[config.mk]
export PLATFORM = sky130hd
export DESIGN_NAME = ring_regs
export DESIGN_NICKNAME = d
export VERILOG_FILES = /design/src/common/apb_pkg.sv /design/src/common/ring_pkg.sv /design/src/verilog/ring_regs.sv
export VERILOG_INCLUDE_DIRS = /design/src /design/src/common
export SDC_FILE = /design/constraint.sdc
export NUM_CORES = 1
export LEC_CHECK = 0
export BUFFER_PORTS_ARGS = -buffer_cell sky130_fd_sc_hd__buf_2
export CORE_UTILIZATION = 38
export DETAILED_ROUTE_END_ITERATION = 10
export PLACE_DENSITY_LB_ADDON = 0.2
export SLEW_MARGIN = 20
export SYNTH_ARGS = -nofsm -noshare
export SYNTH_HDL_FRONTEND = slang
export SYNTH_SLANG_ARGS = --single-unit
[constraint.sdc]
create_clock -name clk -period 1.04 [get_ports clk]
set_clock_uncertainty 0.05 [all_clocks]
set_input_delay 0.104 -clock clk [delete_from_list [all_inputs] [get_ports clk]]
set_output_delay 0.104 -clock clk [all_outputs]
set_load 0.05 [all_outputs]
[src/common/ring_config.svh]
`ifndef RING_CONFIG_SVH
`define RING_CONFIG_SVH

//////////////////////////////
// Ring sizes
//////////////////////////////

// Sample word width
`define RING_DATA_W 32
// Ring address width, depth is 2**RING_ADDR_W
`define RING_ADDR_W 8
`define RING_DEPTH 256

//////////////////////////////
// APB register byte offsets
//////////////////////////////

`define REG_CTRL_OFS   8'h00
`define REG_STATUS_OFS 8'h04
`define REG_STRIDE_OFS 8'h08
`define REG_LENGTH_OFS 8'h0C

`endif
[src/common/apb_pkg.sv]
`default_nettype none

`include "ring_config.svh"

package apb_pkg;

    // Master to slave
    typedef struct packed {
        logic        psel;
        logic        penable;
        logic        pwrite;
        logic [7:0]  paddr;
        logic [31:0] pwdata;
    } apb_req_t;

    // Slave to master
    typedef struct packed {
        logic [31:0] prdata;
        logic        pready;
        logic        pslverr;
    } apb_rsp_t;

    //////////////////////////////
    // Register map
    //////////////////////////////

    typedef enum logic [7:0] {
        CTRL   = `REG_CTRL_OFS,
        STATUS = `REG_STATUS_OFS,
        STRIDE = `REG_STRIDE_OFS,
        LENGTH = `REG_LENGTH_OFS
    } reg_addr_e;

endpackage

`default_nettype wire

[src/common/ring_pkg.sv]
`default_nettype none

`include "ring_config.svh"

package ring_pkg;

    //////////////////////////////
    // Basic words
    //////////////////////////////

    typedef logic [`RING_DATA_W-1:0] sample_t;
    typedef logic [`RING_ADDR_W-1:0] ring_addr_t;

    // Sample input, no back-pressure
    typedef struct packed {
        logic    valid;
        sample_t data;
    } sample_in_t;

    //////////////////////////////
    // RAM ports
    //////////////////////////////

    typedef struct packed {
        logic       en;
        ring_addr_t addr;
        sample_t    data;
    } ram_wr_t;

    typedef struct packed {
        logic       en;
        ring_addr_t addr;
    } ram_rd_t;

    // Frame setup, length runs 1 to 256
    typedef struct packed {
        logic [7:0] stride;
        logic [8:0] length;
    } frame_cfg_t;

    // One beat of the frame stream
    typedef struct packed {
        sample_t data;
        logic    last;
    } frame_beat_t;

    typedef enum logic {
        FILLING,
        WRAPPED
    } writer_state_e;

    typedef enum logic [1:0] {
        IDLE,
        ISSUE,
        WAIT_DATA,
        HOLD
    } reader_state_e;

endpackage

`default_nettype wire

[src/verilog/ring_regs.sv]
`timescale 1ns/1ps
`default_nettype none

`include "ring_config.svh"

module ring_regs
    import apb_pkg::*;
    import ring_pkg::*;
(
    input  wire logic     clk,
    input  wire logic     reset_b,
    input  wire apb_req_t apb_req,
    output apb_rsp_t      apb_rsp,
    input  wire logic     wrapped,
    input  wire logic     busy,
    output logic          start,
    output frame_cfg_t    cfg
);

    logic [7:0]  stride;
    logic [8:0]  length;
    logic        overrun;
    logic        access;
    logic        wr_en;
    logic        addr_hit;
    logic [31:0] rd_data;

    // Access phase with pready always high
    assign access = apb_req.psel && apb_req.penable;
    assign wr_en  = access && apb_req.pwrite;

    //////////////////////////////
    // Register writes
    //////////////////////////////

    always_ff @(posedge clk or negedge reset_b) begin
        if (!reset_b) begin
            stride  <= 8'd1;
            length  <= 9'(`RING_DEPTH);
            overrun <= 1'b0;
            start   <= 1'b0;
        end else begin
            start <= 1'b0;
            if (wr_en) begin
                case (reg_addr_e'(apb_req.paddr))
                    CTRL: begin
                        if (apb_req.pwdata[1]) begin
                            overrun <= 1'b0;
                        end
                        // Start while a frame is running is dropped
                        if (apb_req.pwdata[0]) begin
                            if (busy || start) begin
                                overrun <= 1'b1;
                            end else begin
                                start <= 1'b1;
                            end
                        end
                    end
                    STRIDE: stride <= apb_req.pwdata[7:0];
                    LENGTH: length <= apb_req.pwdata[8:0];
                    default: ;
                endcase
            end
        end
    end

    //////////////////////////////
    // Read mux and response
    //////////////////////////////

    always_comb begin
        rd_data  = '0;
        addr_hit = 1'b1;
        case (reg_addr_e'(apb_req.paddr))
            CTRL:    rd_data = '0;
            STATUS:  rd_data = {29'd0, overrun, busy, wrapped};
            STRIDE:  rd_data = {24'd0, stride};
            LENGTH:  rd_data = {23'd0, length};
            default: addr_hit = 1'b0;
        endcase
    end

    assign apb_rsp.prdata  = (apb_req.psel && !apb_req.pwrite) ? rd_data : '0;
    assign apb_rsp.pready  = 1'b1;
    assign apb_rsp.pslverr = access && !addr_hit;

    assign cfg.stride = stride;
    assign cfg.length = length;

    a_start_pulse: assert property (
        @(posedge clk) disable iff (!reset_b)
        start |=> !start
    ) else $error("start held longer than one cycle");

endmodule

`default_nettype wire

==> impl_metrics.toml <==
[status]
outcome = "finished, violations left"
violations = "design-rule violations, negative setup slack"

[logic_synthesis]
yosysSeqAreaShare_pct = 41.0
synthAdderAreaFrac_pct = 0
ys_types = 23
synth_top_family_by_area = "multiplexers"
synth_compound_area_share_pct = 2.68
synth_mux_area_share_pct = 23.6
yosys_warnings = 0
synth-xor-area-share_pct = 0
postSynthAreaPerCell_sq_um = 11.1
synthCells = 105
netlist_area_sq_um = 1170
synthSimpleGateAreaFrac_pct = 14.9
ys_ff_latch = 19

[route]
finalWirelength_mm = 3.31
wl_per_cell_um = 14.4
num_vias = 1083
antenna_left = 0
dr.first_iter.drc_count = 24
drc = 8
drt_first_pass_iters = 7
viasPerCell = 4.71

[finish]
layout_commonest_cell = "buf_6"
fin_nets = 247
multi_input_area_sq_um = 764
n_fill_cell = 180
antenna_cells = 0
seq_area_sq_um = 482
fin_util_pct = 79.1
stdcell_count = 230
mostFrequentLayoutCells = "buf_6 (33), conb_1 (24), buf_2 (21)"
area_growth_pct = 92.0
drive_above_1_share_pct = 70.9

[global_route]
grt_max_degree = 20
antenna_found_initial = 0
track_usage_pct = 21.4
grt-ovfl-total = 0
grt_pass1_wl_mm = 5.33
grt_pass1_vias = 1095

[timing]
period_minus_slack_ns = 1.52
fmax_mhz = 658
hold_viol = 0
setup_ws_ns = -0.479
timing.final.crit_share_pct = 146
rsz0062_at_grt = "true"
drv_slew = 0
final-setup-viol-count = 44

[placement]
dpl.hpwl_mm = 2.10
dpl.cell_count = 204
place_congestion = 0.825
port_buffers = 51

[hold_path]
holdPathStages = 2
hold_path_end = "length[1]"
min_path_type = "in -> reg"
worstHoldStart = "apb_req[1]"

[cts]
numCtsBuffers = 3
cts.sinks = 19
root_buffer = "clkbuf_4"
h-tree-depth = 1
clk_pin_slew_ns = 0.10
cts_tree = "yes"
clk_latency_ns = 0.29
cts_buffer_depth = 2

[worst_setup_path]
r2r.worst_path.cells = 2
worst-setup-path-type = "reg -> out"
reg2reg_to = "length[0]"
arrival_ns = 1.36
end_kind = "primary output"
r2r_start = "length[0]"
cp-start-kind = "flop"
crit_fanout = 2
ff2ff_setup_slack_ns = 0.08
crit_required_ns = 0.89

[power_and_ir_drop]
power.density_nw_per_um2 = 738
ir_drop_uv = 762
p_leak_nw = 1.08

[floorplanning]
core_sq_um = 2830
boundaryPins = 99
die_w_um = 57.4
die_area_sq_um = 3290
chipHeight_um = 57.4
start_util_pct = 41.2
num_rows = 19

[job]
drv_cap = 0
-- routing by layer --
metal	wire length [um]	GRT usage, %	share of wire, %	vias to the layer above
met1	1380	26.3	42	520
met2	1710	38.7	52	49
met3	210	4.54	6.3	2
li1	-	-	-	512
met4	10	4.18	0.30	0
met5	0	0	0	-
-- flip-flops by register name, indices dropped and copies added, names as in the netlist --
register and cells:
start 1, overrun 1, length 9, stride 8
-- repair_timing --
| item | CTS | global route |
|---|---|---|
| cloned | 1 | 0 |
| pin swaps | 15 | 4 |
| hold endpoints to repair | 26 | 0 |
| buffers inserted | 13 | 6 |
| gates resized for setup | 117 | 12 |
| hold buffers | 7 | 0 |
| setup endpoints to repair | 45 | 47 |
-- power breakdown --
| group | switching, mW | internal (mW) | leakage, nW |
|---|---|---|---|
| Combinational | 0.353 | 0.174 | 0.809 |
| Clock | 0.217 | 0.149 | 0.0150 |
| Sequential | 0.00893 | 0.750 | 0.253 |
| Total | 0.579 | 1.07 | 1.08 |
-- per-stage QoR --
step                      area [sq um]  power, mW  setup WS (ns)  hold WS [ns]  setup TNS [ns]
after floorplan                   1310       1.14         -0.437        -0.242           -7.99
after global placement            1570       1.19         -0.432        0.0137          -10.54
after detailed placement          1570       1.19         -0.445        0.0151          -10.72
after CTS                         2190       1.66         -0.492       0.00711           -6.12
after global routing              2240       1.73         -0.548        0.0190           -8.85
final                             2240       1.65         -0.479        0.0328           -6.58
-- cell type report --
type                            count  area share (%)
Clock buffer                        4            1.17
Multi-Input combinational cell     82            34.2
Timing Repair Buffer               94            41.4
Sequential cell                    19            21.5
Tap cell                           31            1.73
-- synthesized netlist by cell type --
| cell type | number | area, sq um |
|---|---|---|
| a22oi_1 | 3 | 22.5 |
| and3_1 | 1 | 6.26 |
| and4_1 | 1 | 8.76 |
| and4_2 | 1 | 10.0 |
| and4b_1 | 1 | 10.0 |
| buf_2 | 1 | 5.00 |
| buf_4 | 24 | 180 |
| buf_6 | 1 | 11.3 |
| clkbuf_1 | 1 | 3.75 |
| conb_1 | 2 | 7.51 |
| dfrtp_1 | 17 | 425 |
| dfstp_2 | 2 | 52.6 |
| mux2_2 | 20 | 225 |
| mux2i_1 | 5 | 50.1 |
| nand2_1 | 1 | 3.75 |
| nand3_1 | 1 | 5.00 |
| nand4_1 | 4 | 25.0 |
| nand4_2 | 1 | 12.5 |
| nor2_1 | 11 | 41.3 |
| nor2b_1 | 4 | 25.0 |
| nor3_1 | 1 | 5.00 |
| nor4_4 | 1 | 21.3 |
| o2bb2ai_1 | 1 | 8.76 |
-- worst max-delay path, cell delays in order (launching register included) --
cell	delay [ns]
dfrtp_1	0.39
mux2_4	0.28
a22oi_2	0.22
nor2_4	0.04
buf_6	0.15
-- logic make-up (layout without fill, tap and decap cells) --
kind of cell           Yosys count  after routing
AOI/OAI and AO/OA                4              4
buffers and inverters           27             98
DFF                             19             19
muxes                           25             25
other                            2             24
and+or+nand+nor                 28             29
-- how the worst max path moves through the flow --
| stage | from | endpoint | slack [ns] |
|---|---|---|---|
| 6_report | overrun | apb_rsp[4] | -0.48 |
| 3_5_place_dp | apb_req[33] | length[6] | -0.45 |
| 4_1_cts | length[0] | apb_rsp[2] | -0.49 |
| 5_1_grt | overrun | apb_rsp[4] | -0.55 |
| 3_3_place_gp | apb_req[33] | apb_rsp[7] | -0.43 |
| 2_1_floorplan | apb_req[33] | apb_rsp[5] | -0.44 |
Note: power is estimated with default switching activity, not from simulation.
