[src/common/ring_config.svh]
`ifndef RING_CONFIG_SVH
`define RING_CONFIG_SVH

//////////////////////////////
// Ring sizes
//////////////////////////////

// Sample word width
`define RING_DATA_W 32
// Ring address width, depth is 2**RING_ADDR_W
`define RING_ADDR_W 8
`define RING_DEPTH 256

//////////////////////////////
// APB register byte offsets
//////////////////////////////

`define REG_CTRL_OFS   8'h00
`define REG_STATUS_OFS 8'h04
`define REG_STRIDE_OFS 8'h08
`define REG_LENGTH_OFS 8'h0C

`endif
[src/common/ring_pkg.sv]
`default_nettype none

`include "ring_config.svh"

package ring_pkg;

    //////////////////////////////
    // Basic words
    //////////////////////////////

    typedef logic [`RING_DATA_W-1:0] sample_t;
    typedef logic [`RING_ADDR_W-1:0] ring_addr_t;

    // Sample input, no back-pressure
    typedef struct packed {
        logic    valid;
        sample_t data;
    } sample_in_t;

    //////////////////////////////
    // RAM ports
    //////////////////////////////

    typedef struct packed {
        logic       en;
        ring_addr_t addr;
        sample_t    data;
    } ram_wr_t;

    typedef struct packed {
        logic       en;
        ring_addr_t addr;
    } ram_rd_t;

    // Frame setup, length runs 1 to 256
    typedef struct packed {
        logic [7:0] stride;
        logic [8:0] length;
    } frame_cfg_t;

    // One beat of the frame stream
    typedef struct packed {
        sample_t data;
        logic    last;
    } frame_beat_t;

    typedef enum logic {
        FILLING,
        WRAPPED
    } writer_state_e;

    typedef enum logic [1:0] {
        IDLE,
        ISSUE,
        WAIT_DATA,
        HOLD
    } reader_state_e;

endpackage

`default_nettype wire

[src/ring_buffer/ring_writer.sv]
`timescale 1ns/1ps
`default_nettype none

module ring_writer
    import ring_pkg::*;
(
    input  wire logic       clk,
    input  wire logic       reset_b,
    input  wire sample_in_t sample_in,
    output ram_wr_t         ram_wr,
    output ring_addr_t      head,
    output logic            wrapped
);

    writer_state_e state_q;
    ring_addr_t    wr_ptr;

    //////////////////////////////
    // Write pointer
    //////////////////////////////

    always_ff @(posedge clk or negedge reset_b) begin
        if (!reset_b) begin
            wr_ptr <= '0;
        end else if (sample_in.valid) begin
            wr_ptr <= wr_ptr + 1'b1;
        end
    end

    // Leaves FILLING once address 255 has been written
    always_ff @(posedge clk or negedge reset_b) begin
        if (!reset_b) begin
            state_q <= FILLING;
        end else begin
            case (state_q)
                FILLING: begin
                    if (sample_in.valid && wr_ptr == '1) begin
                        state_q <= WRAPPED;
                    end
                end
                default: begin
                    state_q <= WRAPPED;
                end
            endcase
        end
    end

    // Sample goes straight into the RAM on the edge where it is valid
    assign ram_wr.en   = sample_in.valid;
    assign ram_wr.addr = wr_ptr;
    assign ram_wr.data = sample_in.data;

    // Oldest word sits at the write pointer after a wrap
    assign wrapped = (state_q == WRAPPED);
    assign head    = wrapped ? wr_ptr : '0;

    //////////////////////////////
    // Checks
    //////////////////////////////

    a_ptr_moves_on_valid: assert property (
        @(posedge clk) disable iff (!reset_b)
        !sample_in.valid |=> wr_ptr == $past(wr_ptr)
    ) else $error("wr_ptr moved without a valid sample");

endmodule

`default_nettype wire

[config.mk]
export PLATFORM = sky130hd
export DESIGN_NAME = ring_writer
export DESIGN_NICKNAME = d
export VERILOG_FILES = /design/src/common/ring_pkg.sv /design/src/ring_buffer/ring_writer.sv
export VERILOG_INCLUDE_DIRS = /design/src /design/src/common
export SDC_FILE = /design/constraint.sdc
export NUM_CORES = 1
export LEC_CHECK = 0
export BUFFER_PORTS_ARGS = -buffer_cell sky130_fd_sc_hd__buf_2
export CORE_MARGIN = 2
export CORE_UTILIZATION = 28
export CTS_CLUSTER_SIZE = 20
export DETAILED_ROUTE_END_ITERATION = 8
export GPL_TIMING_DRIVEN = 0
export PLACE_DENSITY = 0.72
export REMOVE_ABC_BUFFERS = 1
export SLEW_MARGIN = 20
export SYNTH_ARGS = -nofsm -noshare
export SYNTH_HDL_FRONTEND = slang
export SYNTH_SLANG_ARGS = --single-unit
[constraint.sdc]
create_clock -name clk -period 1 [get_ports clk]
set_input_delay 0.2 -clock clk [delete_from_list [all_inputs] [get_ports clk]]
set_output_delay 0.2 -clock clk [all_outputs]
set_load 0.01 [all_outputs]
==> impl_metrics.toml, run 1 <==
[die]
die-area_um2 = 2827
design.core.area_um2 = 2255
pin_count = 85
initial_core_util = 0.3002
die_w_um = 53.17
rows = 17
die_y_um = 53.17

[final_layout]
diodes = 0
area_growth_pct = 17.74
multi_input_comb_area_um2 = 267.8
drive_gt1_frac = 0.6849
layout.nets = 110
fillCellCount = 239
utilization = 0.3535
regArea_um2 = 231.5

[detailed_routing]
ant_nets = 0
routed_wl_um = 2330
vias = 461
routed_via_density = 4.564
drc = 0
drt_pass1_iterations = 5
wl_per_cell_um = 23.07
drt_iter0_drc = 6

[yosys]
yosys_warnings = 0
synthCells = 70
syn_avg_cell_area_um2 = 9.670
ys_types = 14
ys_seq_elements = 9
syn_area_um2 = 676.9
synth_seq_area_share = 0.3327

[timing]
period_share = 1.230
drv_slew = 0
max_clock_freq_mhz = 813.1
tightest_slew_ns = 0.1954
setup_ws_ns = -0.2299
slew_headroom = 0.8698
skew_ns = 0.001433
setup_viol = 19
period_needed_ns = 1.230
rsz0062_at_grt = "yes"
hold_viol_final = 0

[power_and_ir_drop]
peakVddDrop_uv = 898.3
swShare = 0.3577
power.leakage_nw = 0.4197
power.total_mw = 2.088
power.share.clock = 0.129
pwr-share-comb = 0.535
seqPwrFrac = 0.336
power_density_nw_per_um2 = 2619
internal_power_mw = 1.341
p_sw_uw = 746.8

[setup_path]
path_buf_inv = 1
critPathTopFamily = "flip-flops"
worstPathCellList = "and2_1 > buf_2"
worst_ep_required_time_ns = 0.80
slowest_delay_ns = 0.46
cp.arrival_ns = 1.03
cp_slowest_cell = "dfrtp_2"
startpoint_type = "flip-flop"
path_class = "reg -> out"
endpoint_kind = "output pin"
critPathMaxFanout = 10

[global_routing]
grt_use_total = 0.1628
grt_pass1_vias = 411
antenna_found_initial = 0
grt-ovfl-total = 0
grt_max_degree = 11
grt_pass1_wl_um = 2780

[run]
max-cap-violations = 0

[clock_tree]
cts_sinks = 9
cts_tree = "done"
root_buffer = "clkbuf_4"
cts_buffers = 3
clkTransAtPathRegs_ns = 0.06
cts.path.max_buffers = 2
htree_levels = 1
insertion_delay_ns = 0.26

[placement]
gp_congestion = 0.6831
port_buffers = 20
dp_slack_ns = -0.2208

[outcome]
status = "finished with violations"
failed_checks = "setup timing"

[hold_path]
hp-class = "in -> reg"
## cells by family after synthesis
group | Yosys count | synth area share
buffers and inverters | 33 | 0.3660
AO/OA/AOI/OAI | 1 | 0.01479
AND/OR/NAND/NOR | 18 | 0.1608
multiplexers | 1 | 0.01663
flip-flops | 9 | 0.3327
adder cells (fa/ha/maj) | 1 | 0.01848
XOR/XNOR | 7 | 0.09057
## repair_timing
| item | CTS | global route |
|---|---|---|
| buffers inserted | 8 | 4 |
| setup endpoints to repair | 23 | 24 |
| endpoints found under the hold margin | 9 | 0 |
| hold buffers | 1 | 0 |
| gates resized for setup | 18 | 10 |
| pin swaps | 9 | 7 |
## sequential cells by signal, summed over array words and instances, names as in the netlist
| signal | count |
|---|---|
| wrapped | 1 |
| wr_ptr | 8 |
## power groups by stage
stage                     logic, mW  clock network [mW]  registers (mW)
after floorplan               0.211                   0           0.736
after global placement        0.450                   0           0.695
after detailed placement      0.456                   0           0.703
after CTS                     0.867               0.277           0.709
after global routing           1.20               0.309           0.722
final                          1.12               0.269           0.702
## Yosys cell counts, drive strengths merged
master,n,area (µm²)
nand2,5,18.77
xor2,3,26.28
dfrtp,9,225.2
buf,33,247.7
nor3,1,10.01
mux2,1,11.26
nor2,1,3.750
ha,1,12.51
a41o,1,10.01
xnor2,4,35.03
nand4,1,12.51
and3,2,13.77
and2,8,50.05
## layer usage
metal / routed length [µm] / vias up / share of wire / track usage
met5: 0 / - / 0 / 0
met4: 25 / 0 / 0.011 / 0.02564
met3: 637 / 6 / 0.27 / 0.2260
met2: 861 / 46 / 0.37 / 0.1813
met1: 806 / 214 / 0.35 / 0.1763
li1: - / 195 / - / -
## through the flow
step | area (µm²) | hold slack (ns) | cells | TNS, ns
after floorplan | 429.2 | -0.09559 | 37 | -0.5521
after global placement | 564.3 | 0.05446 | 85 | -0.5339
after detailed placement | 564.3 | 0.05583 | 85 | -0.5930
after CTS | 732.0 | 0.2237 | 98 | -2.537
after global routing | 797.0 | 0.2267 | 101 | -3.520
final | 797.0 | 0.2344 | 101 | -2.603
## final timing paths
check                           slack [ns]     startpoint  cells after the start        end
max in group asynchronous             0.49        reset_b                      2  wr_ptr[3]
min in group asynchronous             0.32        reset_b                      2  wr_ptr[5]
worst max-delay path                 -0.23        wrapped                      2    head[0]
worst max register to register       -0.10      wr_ptr[0]                      3    wrapped
worst min register to register        0.55      wr_ptr[2]                      1  wr_ptr[2]
worst min-delay path                  0.23  sample_in[32]                      2  wr_ptr[0]
## cell usage in the layout, fill, tap and decap left out, drive strengths merged, types with 2 or more instances in the layout
master | synthesis | final
xnor2 | 4 | 4
clkbuf | 0 | 4
nand2 | 5 | 5
buf | 33 | 31
and3 | 2 | 2
dfrtp | 9 | 9
and2 | 8 | 8
xor2 | 3 | 3
## cell type report
cell class	instances	area share
clock buffer	4	0.03297
multi-input combinational	28	0.3360
sequential	9	0.2904
tap	28	0.04396
timing repair buffer	32	0.2967
Power figures use the tool's default switching activity.
==> run 2, diff against run 1 <==
BUFFER_PORTS_ARGS = not set   (was -buffer_cell sky130_fd_sc_hd__buf_2)
CORE_AREA = 2 2 39 41   (was not set)
CORE_MARGIN = not set   (was 2)
CORE_UTILIZATION = not set   (was 28)
DIE_AREA = 0 0 41 43   (was not set)
DONT_BUFFER_PORTS = 1   (was not set)
PLACE_DENSITY = 0.66   (was 0.72)
SKIP_CTS_REPAIR_TIMING = 1   (was not set)
==> run 2 against run 1 <==
Compared with the run above: the flow still finishes with violations (setup timing); cell area decreased by 35%; hold slack got worse by 0.22 ns; combinational power shrank 72%; count of clock-buffer cells in the layout unchanged; via count decreased by 21%; clock skew shrank 0.00077 ns; clock power grew 5%; critical path type is now reg -> reg.
==> impl_metrics.toml, run 2 (synthesis results as in run 1) <==
[final_layout]
fillCellCount = 144
largest_register = "wr_ptr"
multi_input_comb_area_um2 = 231.5
regArea_um2 = 232.7
area_growth_pct = -23.11
layout.nets = 79
layout_common_cells = "8 x and2_1, 6 x dfrtp_2, 4 x xnor2_1"
largest_reg_flops = 8
diodes = 0
final_common_cell = "and2_1"
drive_gt1_frac = 0.4048

[run]
max-cap-violations = 0

[clock_tree]
cts_tree = "done"
root_buffer = "clkbuf_4"
htree_levels = 1
cts.path.max_buffers = 2
cts_sinks = 9
cts_buffers = 3
clkTransAtPathRegs_ns = 0.06
insertion_delay_ns = 0.25

[power_and_ir_drop]
peakVddDrop_uv = 899.5
power_density_nw_per_um2 = 2761
power.total_mw = 1.437
power.leakage_nw = 0.2292

[timing]
period_needed_ns = 1.173
hold_viol_final = 0
setup_ws_ns = -0.1728
rsz0062_at_grt = "yes"
skew_ns = 0.0006624
drv_slew = 0
period_share = 1.173
hold_ws_ns = 0.01754
tightest_slew_ns = 0.4242
max_clock_freq_mhz = 852.7
setup_viol = 13
slew_headroom = 0.7163

[placement]
gp_congestion = 0.6828
hpwl_um = 1862
port_buffers = 0

[outcome]
failed_checks = "setup timing"
status = "finished with violations"

[setup_path]
path_class = "reg -> reg"
cp.arrival_ns = 1.32
crit_cells = 3
worst_ep_required_time_ns = 1.14
r2r_cells = 3
endpoint_kind = "flip-flop"
startpoint_type = "flip-flop"
cp_slowest_cell = "dfrtp_2"
path_buf_inv = 0
worstPathCellList = "ha_4 > and3_4 > a41o_1"
critPathMaxFanout = 5
slowest_delay_ns = 0.47
critPathTopFamily = "flip-flops"

[detailed_routing]
routed_wl_um = 2146
wl_met1_um = 427
wl_met2_um = 1011
drt_iter0_drc = 1
ant_nets = 0
wl_met3_um = 692
routed_via_density = 6.259
wl_per_cell_um = 37.00
drt_pass1_iterations = 2
vias = 363
dr.max_layer_used = "met4"
drc = 0

[die]
die-area_um2 = 1763
die_w_um = 41
die_y_um = 43
pin_count = 85
rows = 14
design.core.area_um2 = 1384
initial_core_util = 0.4892

[global_routing]
grt_pass1_wl_um = 2484
grt_use_total = 0.2424
grt_max_degree = 11
antenna_found_initial = 0
grt_pass1_vias = 341
grt-ovfl-total = 0

[hold_path]
worstHoldPathCells = 1
hp-class = "in -> reg"
[run 2: path summary, 6_finish.rpt]
kind	start	end	slack, ns
worst max-delay path	wr_ptr[0]	wrapped	-0.17
min in group asynchronous	reset_b	wr_ptr[5]	0.31
worst min register to register	wr_ptr[6]	wr_ptr[6]	0.54
worst max register to register	wr_ptr[0]	wrapped	-0.17
max in group asynchronous	reset_b	wr_ptr[2]	0.37
worst min-delay path	sample_in[32]	wr_ptr[0]	0.02
[run 2: layout make-up]
type,instances,area share
Tap cell,16,0.03846
Timing Repair Buffer,1,0.01923
Clock buffer,4,0.05048
Sequential cell,9,0.4471
Multi-Input combinational cell,28,0.4447
[run 2: power by group]
group | internal [mW] | total (mW) | switching, mW | leakage (nW)
clock network | 0.154 | 0.282 | 0.128 | 0.0150
registers | 0.522 | 0.836 | 0.314 | 0.106
logic | 0.202 | 0.319 | 0.117 | 0.108
total | 0.878 | 1.44 | 0.559 | 0.229
[run 2: through the flow]
stage	util	area (µm²)	cells	worst slack, ns	setup TNS, ns
3_3_place_gp	0.3246	449.2	53	-0.2616	-0.8818
4_1_cts	0.3436	475.5	57	-0.2663	-2.835
3_5_place_dp	0.3246	449.2	53	-0.2612	-0.9445
5_1_grt	0.3761	520.5	58	-0.2038	-2.384
6_report	0.3761	520.5	58	-0.1728	-1.705
2_1_floorplan	-	429.2	37	-0.2069	-0.5521
[run 2: layer usage]
metal | global-route usage | up-vias
met5 | 0 | -
met4 | 0.08000 | 0
met3 | 0.3455 | 2
met2 | 0.3656 | 57
met1 | 0.1475 | 169
li1 | - | 135
