### src/common/ring_config.svh
`ifndef RING_CONFIG_SVH
`define RING_CONFIG_SVH

//////////////////////////////
// Ring sizes
//////////////////////////////

// Sample word width
`define RING_DATA_W 32
// Ring address width, depth is 2**RING_ADDR_W
`define RING_ADDR_W 8
`define RING_DEPTH 256

//////////////////////////////
// APB register byte offsets
//////////////////////////////

`define REG_CTRL_OFS   8'h00
`define REG_STATUS_OFS 8'h04
`define REG_STRIDE_OFS 8'h08
`define REG_LENGTH_OFS 8'h0C

`endif
### src/common/ring_pkg.sv
`default_nettype none

`include "ring_config.svh"

package ring_pkg;

    //////////////////////////////
    // Basic words
    //////////////////////////////

    typedef logic [`RING_DATA_W-1:0] sample_t;
    typedef logic [`RING_ADDR_W-1:0] ring_addr_t;

    // Sample input, no back-pressure
    typedef struct packed {
        logic    valid;
        sample_t data;
    } sample_in_t;

    //////////////////////////////
    // RAM ports
    //////////////////////////////

    typedef struct packed {
        logic       en;
        ring_addr_t addr;
        sample_t    data;
    } ram_wr_t;

    typedef struct packed {
        logic       en;
        ring_addr_t addr;
    } ram_rd_t;

    // Frame setup, length runs 1 to 256
    typedef struct packed {
        logic [7:0] stride;
        logic [8:0] length;
    } frame_cfg_t;

    // One beat of the frame stream
    typedef struct packed {
        sample_t data;
        logic    last;
    } frame_beat_t;

    typedef enum logic {
        FILLING,
        WRAPPED
    } writer_state_e;

    typedef enum logic [1:0] {
        IDLE,
        ISSUE,
        WAIT_DATA,
        HOLD
    } reader_state_e;

endpackage

`default_nettype wire

### src/ring_buffer/frame_reader.sv
`timescale 1ns/1ps
`default_nettype none

module frame_reader
    import ring_pkg::*;
(
    input  wire logic       clk,
    input  wire logic       reset_b,
    input  wire logic       start,
    input  wire frame_cfg_t cfg,
    input  wire ring_addr_t head,
    output ram_rd_t         ram_rd,
    input  wire sample_t    ram_data,
    output logic            frame_valid,
    output frame_beat_t     frame_beat,
    input  wire logic       frame_ready,
    output logic            busy
);

    reader_state_e state_q;
    ring_addr_t    rd_addr;
    logic [8:0]    beat_cnt;
    logic [7:0]    stride_q;
    logic [8:0]    length_q;
    logic          xfer;

    assign xfer = frame_valid && frame_ready;

    //////////////////////////////
    // Sequencer
    //////////////////////////////

    always_ff @(posedge clk or negedge reset_b) begin
        if (!reset_b) begin
            state_q     <= IDLE;
            rd_addr     <= '0;
            beat_cnt    <= '0;
            frame_valid <= 1'b0;
        end else begin
            case (state_q)
                IDLE: begin
                    if (start) begin
                        rd_addr  <= head;
                        beat_cnt <= '0;
                        state_q  <= ISSUE;
                    end
                end
                ISSUE: begin
                    state_q <= WAIT_DATA;
                end
                WAIT_DATA: begin
                    frame_valid <= 1'b1;
                    state_q     <= HOLD;
                end
                HOLD: begin
                    if (xfer) begin
                        frame_valid <= 1'b0;
                        if (frame_beat.last) begin
                            state_q <= IDLE;
                        end else begin
                            // Step through the ring mod 256
                            rd_addr  <= rd_addr + stride_q;
                            beat_cnt <= beat_cnt + 1'b1;
                            state_q  <= ISSUE;
                        end
                    end
                end
                default: begin
                    state_q <= IDLE;
                end
            endcase
        end
    end

    // Frame setup captured at start
    always_ff @(posedge clk) begin
        if (state_q == IDLE && start) begin
            stride_q <= cfg.stride;
            length_q <= cfg.length;
        end
    end

    // Output register loaded when RAM data returns
    always_ff @(posedge clk) begin
        if (state_q == WAIT_DATA) begin
            frame_beat.data <= ram_data;
            frame_beat.last <= (beat_cnt == length_q - 9'd1);
        end
    end

    assign ram_rd.en   = (state_q == ISSUE);
    assign ram_rd.addr = rd_addr;
    assign busy        = (state_q != IDLE);

    //////////////////////////////
    // Checks
    //////////////////////////////

    a_beat_stable: assert property (
        @(posedge clk) disable iff (!reset_b)
        frame_valid && !frame_ready |=> frame_valid && $stable(frame_beat)
    ) else $error("frame_beat changed during a stall");

endmodule

`default_nettype wire

### config.mk
export PLATFORM = sky130hd
export DESIGN_NAME = frame_reader
export DESIGN_NICKNAME = d
export VERILOG_FILES = /design/src/common/ring_pkg.sv /design/src/ring_buffer/frame_reader.sv
export VERILOG_INCLUDE_DIRS = /design/src /design/src/common
export SDC_FILE = /design/constraint.sdc
export NUM_CORES = 1
export LEC_CHECK = 0
export BUFFER_PORTS_ARGS = -buffer_cell sky130_fd_sc_hd__buf_2
export CORE_UTILIZATION = 40
export DETAILED_ROUTE_END_ITERATION = 8
export PLACE_DENSITY = 0.71
export SYNTH_ARGS = -nofsm -noshare
export SYNTH_HDL_FRONTEND = slang
export SYNTH_SLANG_ARGS = --single-unit
### constraint.sdc
create_clock -name clk -period 1.9 [get_ports clk]
set_input_delay 0.095 -clock clk [delete_from_list [all_inputs] [get_ports clk]]
set_output_delay 0.095 -clock clk [all_outputs]
set_load 0.01 [all_outputs]
==> results of run 1 <==
==> flip-flops by register name (all words and copies together) (netlist names) <==
name,count
rd_addr,8
length_q,9
stride_q,8
state_q,2
frame_beat,33
frame_valid,1
beat_cnt,9
==> worst min-delay path, delay by kind of cell <==
kind	cells	cell delay (ns)
compound gates	1	0.13
buf+inv	1	0.08
mux	1	0.05
==> through the flow <==
stage	cell area, sq um	setup slack, ns	setup TNS [ns]
finish	4690	0.0611	0
global placement	3930	0.0581	0
floorplan	3150	0.0293	0
CTS	4670	0.0261	0
global route	4690	-0.00822	-0.00822
detailed placement	3930	-0.00145	-0.00145
==> layer usage <==
metal,GRT usage,part of all wire,vias up
met2,0.316,0.47,102
li1,-,-,1256
met4,0.0645,0.012,0
met3,0.0404,0.064,10
met1,0.241,0.46,1171
met5,0,0,-
==> cell usage after synthesis, types with 2 or more instances <==
cell                       instances
sky130_fd_sc_hd__clkbuf_1          6
sky130_fd_sc_hd__nor2_1           13
sky130_fd_sc_hd__ha_1             14
sky130_fd_sc_hd__nand2b_1          2
sky130_fd_sc_hd__nand2_1          18
sky130_fd_sc_hd__a31oi_1           2
sky130_fd_sc_hd__inv_1            13
sky130_fd_sc_hd__a21oi_1           9
sky130_fd_sc_hd__xnor2_1           5
sky130_fd_sc_hd__nand3_1           7
sky130_fd_sc_hd__dfrtp_1          20
sky130_fd_sc_hd__nor2b_1           3
sky130_fd_sc_hd__o21ai_0          15
sky130_fd_sc_hd__nand4_1           7
sky130_fd_sc_hd__edfxtp_1         50
sky130_fd_sc_hd__and3_1            6
sky130_fd_sc_hd__o21a_1            2
sky130_fd_sc_hd__o211ai_1          2
sky130_fd_sc_hd__mux2i_1           2
sky130_fd_sc_hd__nor3_1            5
sky130_fd_sc_hd__xor2_1           12
sky130_fd_sc_hd__and2_1            4
==> report_power, final <==
group          switching (mW)  total, mW  internal [mW]
Sequential              0.222       2.34           2.12
Clock                   0.559       1.30          0.742
Combinational            1.21       2.19          0.977
Total                    1.99       5.83           3.84
==> logic make-up after synthesis <==
kind of cell	Yosys count	synth area share
and+or+nand+nor	78	0.137
adders and majority gates	15	0.0620
DFF	70	0.636
buffers and inverters	19	0.0227
xor gates and xnor gates	17	0.0473
muxes	3	0.00994
AOI/OAI and AO/OA	42	0.0855
==> what timing repair did <==
| item | in CTS | in global routing |
|---|---|---|
| setup endpoints to repair | 2 | 8 |
| endpoints found under the hold margin | 70 | 0 |
| pin swaps | 2 | 2 |
| gates resized for setup | 5 | 2 |
| hold buffers | 51 | 0 |
| buffers inserted | 1 | 1 |
==> final timing paths <==
path | startpoint | to
setup reg to reg | rd_addr[0]$_DFFE_PN0P_ | rd_addr[6]$_DFFE_PN0P_
setup / recovery | rd_addr[0]$_DFFE_PN0P_ | rd_addr[6]$_DFFE_PN0P_
hold reg to reg | rd_addr[2]$_DFFE_PN0P_ | rd_addr[2]$_DFFE_PN0P_
min in group asynchronous | reset_b | rd_addr[4]$_DFFE_PN0P_
max in group asynchronous | reset_b | state_q[0]$_DFFE_PN0P_
hold / removal | head[3] | rd_addr[3]$_DFFE_PN0P_
==> cell type report <==
cell class | instances | area (sq um)
tap | 99 | 124
fill | 612 | 2760
clock inverter | 7 | 97.6
inverter | 13 | 48.8
sequential | 70 | 2000
multi-input combinational | 155 | 1090
timing repair buffer | 176 | 1200
clock buffer | 9 | 124
==> insert_results.sql, run 1 <==
INSERT INTO impl_metrics (metric_group, metric, value, unit) VALUES
('die', 'die_outline_area', '8230', 'sq um'),
('place', 'io_buffers', '104', ''),
('sta', 'skew', '0.00764', 'ns'),
('finish', 'antenna_cells', '0', ''),
('grt', 'grt_start_max_net_pins', '33', ''),
('sta', 'report.final.setup_viol', '0', ''),
('die', 'placementRows', '31', ''),
('die', 'floorplan.io_pins', '105', ''),
('clocking', 'cts-root-to-sink-buffers', '2', ''),
('finish', 'most_common_cell_after_layout_fill_and_taps_aside', 'sky130_fd_sc_hd__buf_2', ''),
('finish', 'nNetsFinal', '501', ''),
('synthesis', 'netlist.top_cell.by_area', 'sky130_fd_sc_hd__edfxtp_1', ''),
('synthesis', 'area_share_of_the_largest_cell_type_after_synthesis', '0.477', ''),
('sta', 'maxClockFrequency', '544', 'MHz'),
('worst_setup_path', 'worstSetupStartpointType', 'flop', ''),
('worst_setup_path', 'crit_path_max_fanout', '2', ''),
('synthesis', 'synth_nets', '320', ''),
('die', 'floorplan.die.width', '90.7', 'um'),
('routing', 'avgViaCountPerCell', '4.80', ''),
('pwr', 'cellPowerDensity', '1240', 'nW/um^2'),
('worst_setup_path', 'crit_required', '2.18', 'ns'),
('finish', 'final_cells', '529', ''),
('sta', 'maxSlewViolCount', '0', ''),
('worst_setup_path', 'crit_cells', '8', ''),
('finish', 'area_delta_synth_final', '48.8', '%'),
('clocking', 'h-tree-depth', '3', ''),
('worst_setup_path', 'slowest_stage', 'sky130_fd_sc_hd__dfrtp_1', ''),
('routing', 'drcViolationCount', '0', ''),
('synthesis', 'postSynth.topFlopCell', 'sky130_fd_sc_hd__edfxtp_1', ''),
('run', 'max_cap_viol_count', '0', ''),
('routing', 'firstDrtPassIters', '4', ''),
('worst_setup_path', 'critical_path.n_buffers_inverters', '1', ''),
('synthesis', 'synth_enable_flop_cells', '50', ''),
('hold_path', 'hold-path-cell-count', '3', ''),
('pwr', 'vdd_ir_drop_max', '0.000658', 'V'),
('hold_path', 'hold_path.class', 'input port to flop', ''),
('finish', 'final_cell_mix', 'sky130_fd_sc_hd__buf_2, sky130_fd_sc_hd__dlygate4sd3_1, sky130_fd_sc_hd__edfxtp_1', ''),
('grt', 'grt_first_pass_wirelength', '12200', 'um'),
('worst_setup_path', 'arrival', '2.12', 'ns'),
('routing', 'route.final.wire_length', '7360', 'um'),
('synthesis', 'syn-mean-instance-area', '12.9', 'sq um'),
('synthesis', 'postSynthRegisterBits', '70', ''),
('finish', 'drive_gt1_frac', '0.358', ''),
('synthesis', 'postSynth.asyncResetShare', '0.286', ''),
('synthesis', 'netlist_top_cells_area', 'sky130_fd_sc_hd__edfxtp_1, sky130_fd_sc_hd__dfrtp_1, sky130_fd_sc_hd__ha_1', ''),
('synthesis', 'netlist_instances', '244', ''),
('finish', 'layout.core_utilization', '0.629', ''),
('routing', 'first_iter_violations', '67', ''),
('routing', 'routed-via-count', '2539', ''),
('sta', 'report.final.hold_viol_count', '0', ''),
('grt', 'total_congestion_overflow', '0', ''),
('clocking', 'cts_made_buffers', '9', ''),
('outcome', 'run_status', 'completed', ''),
('worst_setup_path', 'worstPathCellList', 'ha_2, inv_1, fa_2, nor2b_2, o31a_1, o21ai_1, a2111oi_0, nand3b_1', ''),
('worst_setup_path', 'setup.worst_path.end_class', 'flop', ''),
('sta', 'hold_ws', '0.0418', 'ns'),
('clocking', 'cts_tree', 'yes', ''),
('worst_setup_path', 'critPathTopFamily', 'compound AO/OA/AOI/OAI gates', ''),
('clocking', 'cts.sink_count', '70', ''),
('die', 'vert_die_dim', '90.7', 'um'),
('grt', 'initial_antenna_violation_count', '0', ''),
('clocking', 'clockRootBuffer', 'sky130_fd_sc_hd__clkbuf_8', ''),
('worst_setup_path', 'path_class', 'flop to flop', ''),
('worst_setup_path', 'worst_r2r_path_depth', '8', ''),
('sta', 'period_minus_slack', '1.84', 'ns'),
('synthesis', 'synth.lib_cells_used.distinct', '49', ''),
('synthesis', 'syn-cell-area', '3150', 'sq um'),
('clocking', 'cts.clk_slew.worst_paths', '0.08', 'ns'),
('clocking', 'clk-insertion-delay-late', '0.34', 'ns'),
('grt', 'first_global_vias', '2503', ''),
('worst_setup_path', 'worst_path_largest_cell_delay', '0.36', 'ns');
Power figures use the tool's default switching activity.
==> run 2, diff against run 1 <==
--- a/config.mk
+++ b/config.mk
@@ -7,9 +7,9 @@
 export NUM_CORES = 1
 export LEC_CHECK = 0
 export BUFFER_PORTS_ARGS = -buffer_cell sky130_fd_sc_hd__buf_2
-export CORE_UTILIZATION = 40
+export CORE_UTILIZATION = 45
 export DETAILED_ROUTE_END_ITERATION = 8
-export PLACE_DENSITY = 0.71
+export PLACE_DENSITY = 0.78
 export SYNTH_ARGS = -nofsm -noshare
 export SYNTH_HDL_FRONTEND = slang
 export SYNTH_SLANG_ARGS = --single-unit
==> run 2 against run 1 <==
Against the previous run:
- first-iteration DRC count grew 49%
- via count increased by 2.8%
- setup slack gained 0.0096 ns
- sequential cell count stayed put
- count of clock-buffer cells in the layout did not move
- final cell count shrank 0.19%
==> insert_results.sql, run 2 (synthesized netlist as in run 1, its figures left out) <==
INSERT INTO impl_metrics (metric_group, metric, value, unit) VALUES
('outcome', 'run_status', 'completed', ''),
('hold_path', 'hold_path_end', 'rd_addr[3]$_DFFE_PN0P_', ''),
('clocking', 'cts-root-to-sink-buffers', '2', ''),
('clocking', 'cts.clk_slew.worst_paths', '0.08', 'ns'),
('worst_setup_path', 'crit_path_max_fanout', '5', ''),
('place', 'worst_slack_at_placement', '-0.0675', 'ns'),
('finish', 'area_delta_synth_final', '51.0', '%'),
('clocking', 'clockRootBuffer', 'sky130_fd_sc_hd__clkbuf_8', ''),
('worst_setup_path', 'critPathTopFamily', 'compound AO/OA/AOI/OAI gates', ''),
('hold_path', 'worstHoldStart', 'head[3]', ''),
('pwr', 'leakage_power_of_the_design', '2.08', 'nW'),
('die', 'floorplan.die.width', '85.6', 'um'),
('pwr', 'cellPowerDensity', '1280', 'nW/um^2'),
('routing', 'post_drt_wl_per_cell', '14.3', 'um'),
('finish', 'antenna_cells', '0', ''),
('finish', 'final_cell_mix', 'sky130_fd_sc_hd__buf_2, sky130_fd_sc_hd__dlygate4sd3_1, sky130_fd_sc_hd__edfxtp_1', ''),
('grt', 'grt_start_max_net_pins', '35', ''),
('finish', 'layout.core_utilization', '0.700', ''),
('die', 'floorplan.io_pins', '105', ''),
('worst_setup_path', 'arrival', '2.11', 'ns'),
('worst_setup_path', 'worstPathCellList', 'ha_1, a21oi_1, o21ai_0, or3_1, a21o_1, nand3_1', ''),
('routing', 'route.antenna.remaining_nets', '0', ''),
('sta', 'slew_headroom', '0.686', ''),
('finish', 'largest_register_ffs', '33', ''),
('place', 'dpl-instance-area', '3940', 'sq um'),
('die', 'vert_die_dim', '85.6', 'um'),
('routing', 'first_iter_violations', '100', ''),
('worst_setup_path', 'crit_required', '2.18', 'ns'),
('sta', 'skew', '0.00866', 'ns'),
('hold_path', 'hold-path-cell-count', '3', ''),
('worst_setup_path', 'worstReg2RegStart', 'rd_addr[4]$_DFFE_PN0P_', ''),
('worst_setup_path', 'setup.worst_path.end_class', 'flop', ''),
('place', 'io_buffers', '104', ''),
('worst_setup_path', 'path_class', 'flop to flop', ''),
('finish', 'drive_gt1_frac', '0.377', ''),
('sta', 'hold_ws', '0.0391', 'ns'),
('die', 'core-area', '6790', 'sq um'),
('die', 'floorplan.initialDensity', '0.463', ''),
('worst_setup_path', 'worstSetupStartpointType', 'flop', ''),
('grt', 'grt_first_pass_wirelength', '11600', 'um'),
('grt', 'total_congestion_overflow', '0', ''),
('sta', 'report.final.hold_viol_count', '0', ''),
('hold_path', 'hold_path.class', 'input port to flop', ''),
('sta', 'worst_slack', '0.0707', 'ns'),
('clocking', 'clk-insertion-delay-late', '0.35', 'ns'),
('sta', 'report.final.setup_viol', '0', ''),
('grt', 'first_global_vias', '2507', ''),
('sta', 'maxSlewViolCount', '0', ''),
('finish', 'final_cell_area', '4750', 'sq um'),
('worst_setup_path', 'worst_r2r_path_depth', '6', ''),
('finish', 'most_common_cell_after_layout_fill_and_taps_aside', 'sky130_fd_sc_hd__buf_2', ''),
('clocking', 'h-tree-depth', '3', ''),
('sta', 'part_of_the_cycle_the_worst_path_needs', '0.963', ''),
('finish', 'nNetsFinal', '503', ''),
('routing', 'firstDrtPassIters', '4', ''),
('worst_setup_path', 'timing.reg2reg.setup_slack', '0.07', 'ns'),
('die', 'die_outline_area', '7330', 'sq um'),
('routing', 'drcViolationCount', '0', ''),
('worst_setup_path', 'slowest_stage', 'sky130_fd_sc_hd__dfrtp_1', ''),
('sta', 'setup_tns', '0', 'ns'),
('sta', 'period_minus_slack', '1.83', 'ns'),
('sta', 'max_slew.worst_pin.slew', '0.471', 'ns'),
('clocking', 'cts.sink_count', '70', ''),
('clocking', 'cts_made_buffers', '9', ''),
('finish', 'final_cells', '528', ''),
('finish', 'largest_registers', 'frame_beat x33, beat_cnt x9, length_q x9', ''),
('sta', 'maxClockFrequency', '547', 'MHz'),
('grt', 'grt.total_usage', '0.209', ''),
('pwr', 'vdd_ir_drop_max', '0.000804', 'V'),
('die', 'placementRows', '30', ''),
('run', 'max_cap_viol_count', '0', ''),
('routing', 'avgViaCountPerCell', '4.95', ''),
('place', 'place.detailed.hpwl', '4660', 'um'),
('finish', 'registers.top_by_ff_count', 'frame_beat', ''),
('grt', 'initial_antenna_violation_count', '0', ''),
('routing', 'route.final.wire_length', '7530', 'um'),
('routing', 'routed-via-count', '2611', ''),
('place', 'routabilityCongestion', '0.862', ''),
('place', 'dp.cells', '458', ''),
('pwr', 'design_power_total', '6.10', 'mW'),
('worst_setup_path', 'critical_path.n_buffers_inverters', '0', ''),
('clocking', 'cts_tree', 'yes', ''),
('worst_setup_path', 'r2r-end', 'rd_addr[7]$_DFFE_PN0P_', ''),
('worst_setup_path', 'worst_path_largest_cell_delay', '0.41', 'ns');
==> run 2: cell types whose count changed in the layout (fill, tap and decap cells not counted), sizes merged <==
cell,delta
buf,+2
inv,+2
clkinv,-1
clkinvlp,-1
==> run 2: power breakdown <==
group | switching, mW | internal, mW
Clock | 0.625 | 0.760
Combinational | 1.31 | 1.07
Sequential | 0.218 | 2.12
Total | 2.16 | 3.94
==> run 2: what timing repair did <==
item | CTS | global route
endpoints found under the hold margin | 70 | 0
pin swaps | 2 | 6
hold buffers | 51 | 0
setup endpoints to repair | 1 | 9
resized for setup | 4 | 13
buffers inserted | 3 | 1
==> run 2: cell type report <==
cell class | instances | area (sq um)
Fill cell | 463 | 2040
Clock inverter | 7 | 105
Sequential cell | 70 | 2000
Inverter | 13 | 48.8
Multi-Input combinational cell | 155 | 1120
Timing Repair Buffer | 178 | 1230
Clock buffer | 9 | 124
Tap cell | 96 | 120
==> run 2: layer usage <==
layer | routed length, um | GRT usage | vias up | part of all wire
met5 | 0 | 0 | - | 0
met4 | 75 | 0.0697 | 0 | 0.010
met3 | 456 | 0.0472 | 9 | 0.061
met2 | 3930 | 0.375 | 92 | 0.52
met1 | 3070 | 0.248 | 1242 | 0.41
li1 | - | - | 1268 | -
==> run 2: how the worst max path moves through the flow <==
stage | startpoint | end | slack [ns] | depth (start not counted)
after detailed placement | rd_addr[0]$_DFFE_PN0P_ | rd_addr[6]$_DFFE_PN0P_ | -0.07 | 8
after global routing | rd_addr[4]$_DFFE_PN0P_ | rd_addr[7]$_DFFE_PN0P_ | -0.004 | 6
after CTS | rd_addr[0]$_DFFE_PN0P_ | rd_addr[6]$_DFFE_PN0P_ | 0.004 | 8
after floorplan | rd_addr[0]$_DFFE_PN0P_ | rd_addr[6]$_DFFE_PN0P_ | 0.03 | 8
after global placement | rd_addr[0]$_DFFE_PN0P_ | rd_addr[6]$_DFFE_PN0P_ | 0.03 | 8
final | rd_addr[4]$_DFFE_PN0P_ | rd_addr[7]$_DFFE_PN0P_ | 0.07 | 6
==> run 2: worst min-delay path, stage by stage <==
cell	delay, ns
sky130_fd_sc_hd__buf_2	0.07
sky130_fd_sc_hd__mux2i_1	0.05
sky130_fd_sc_hd__o21ai_0	0.13
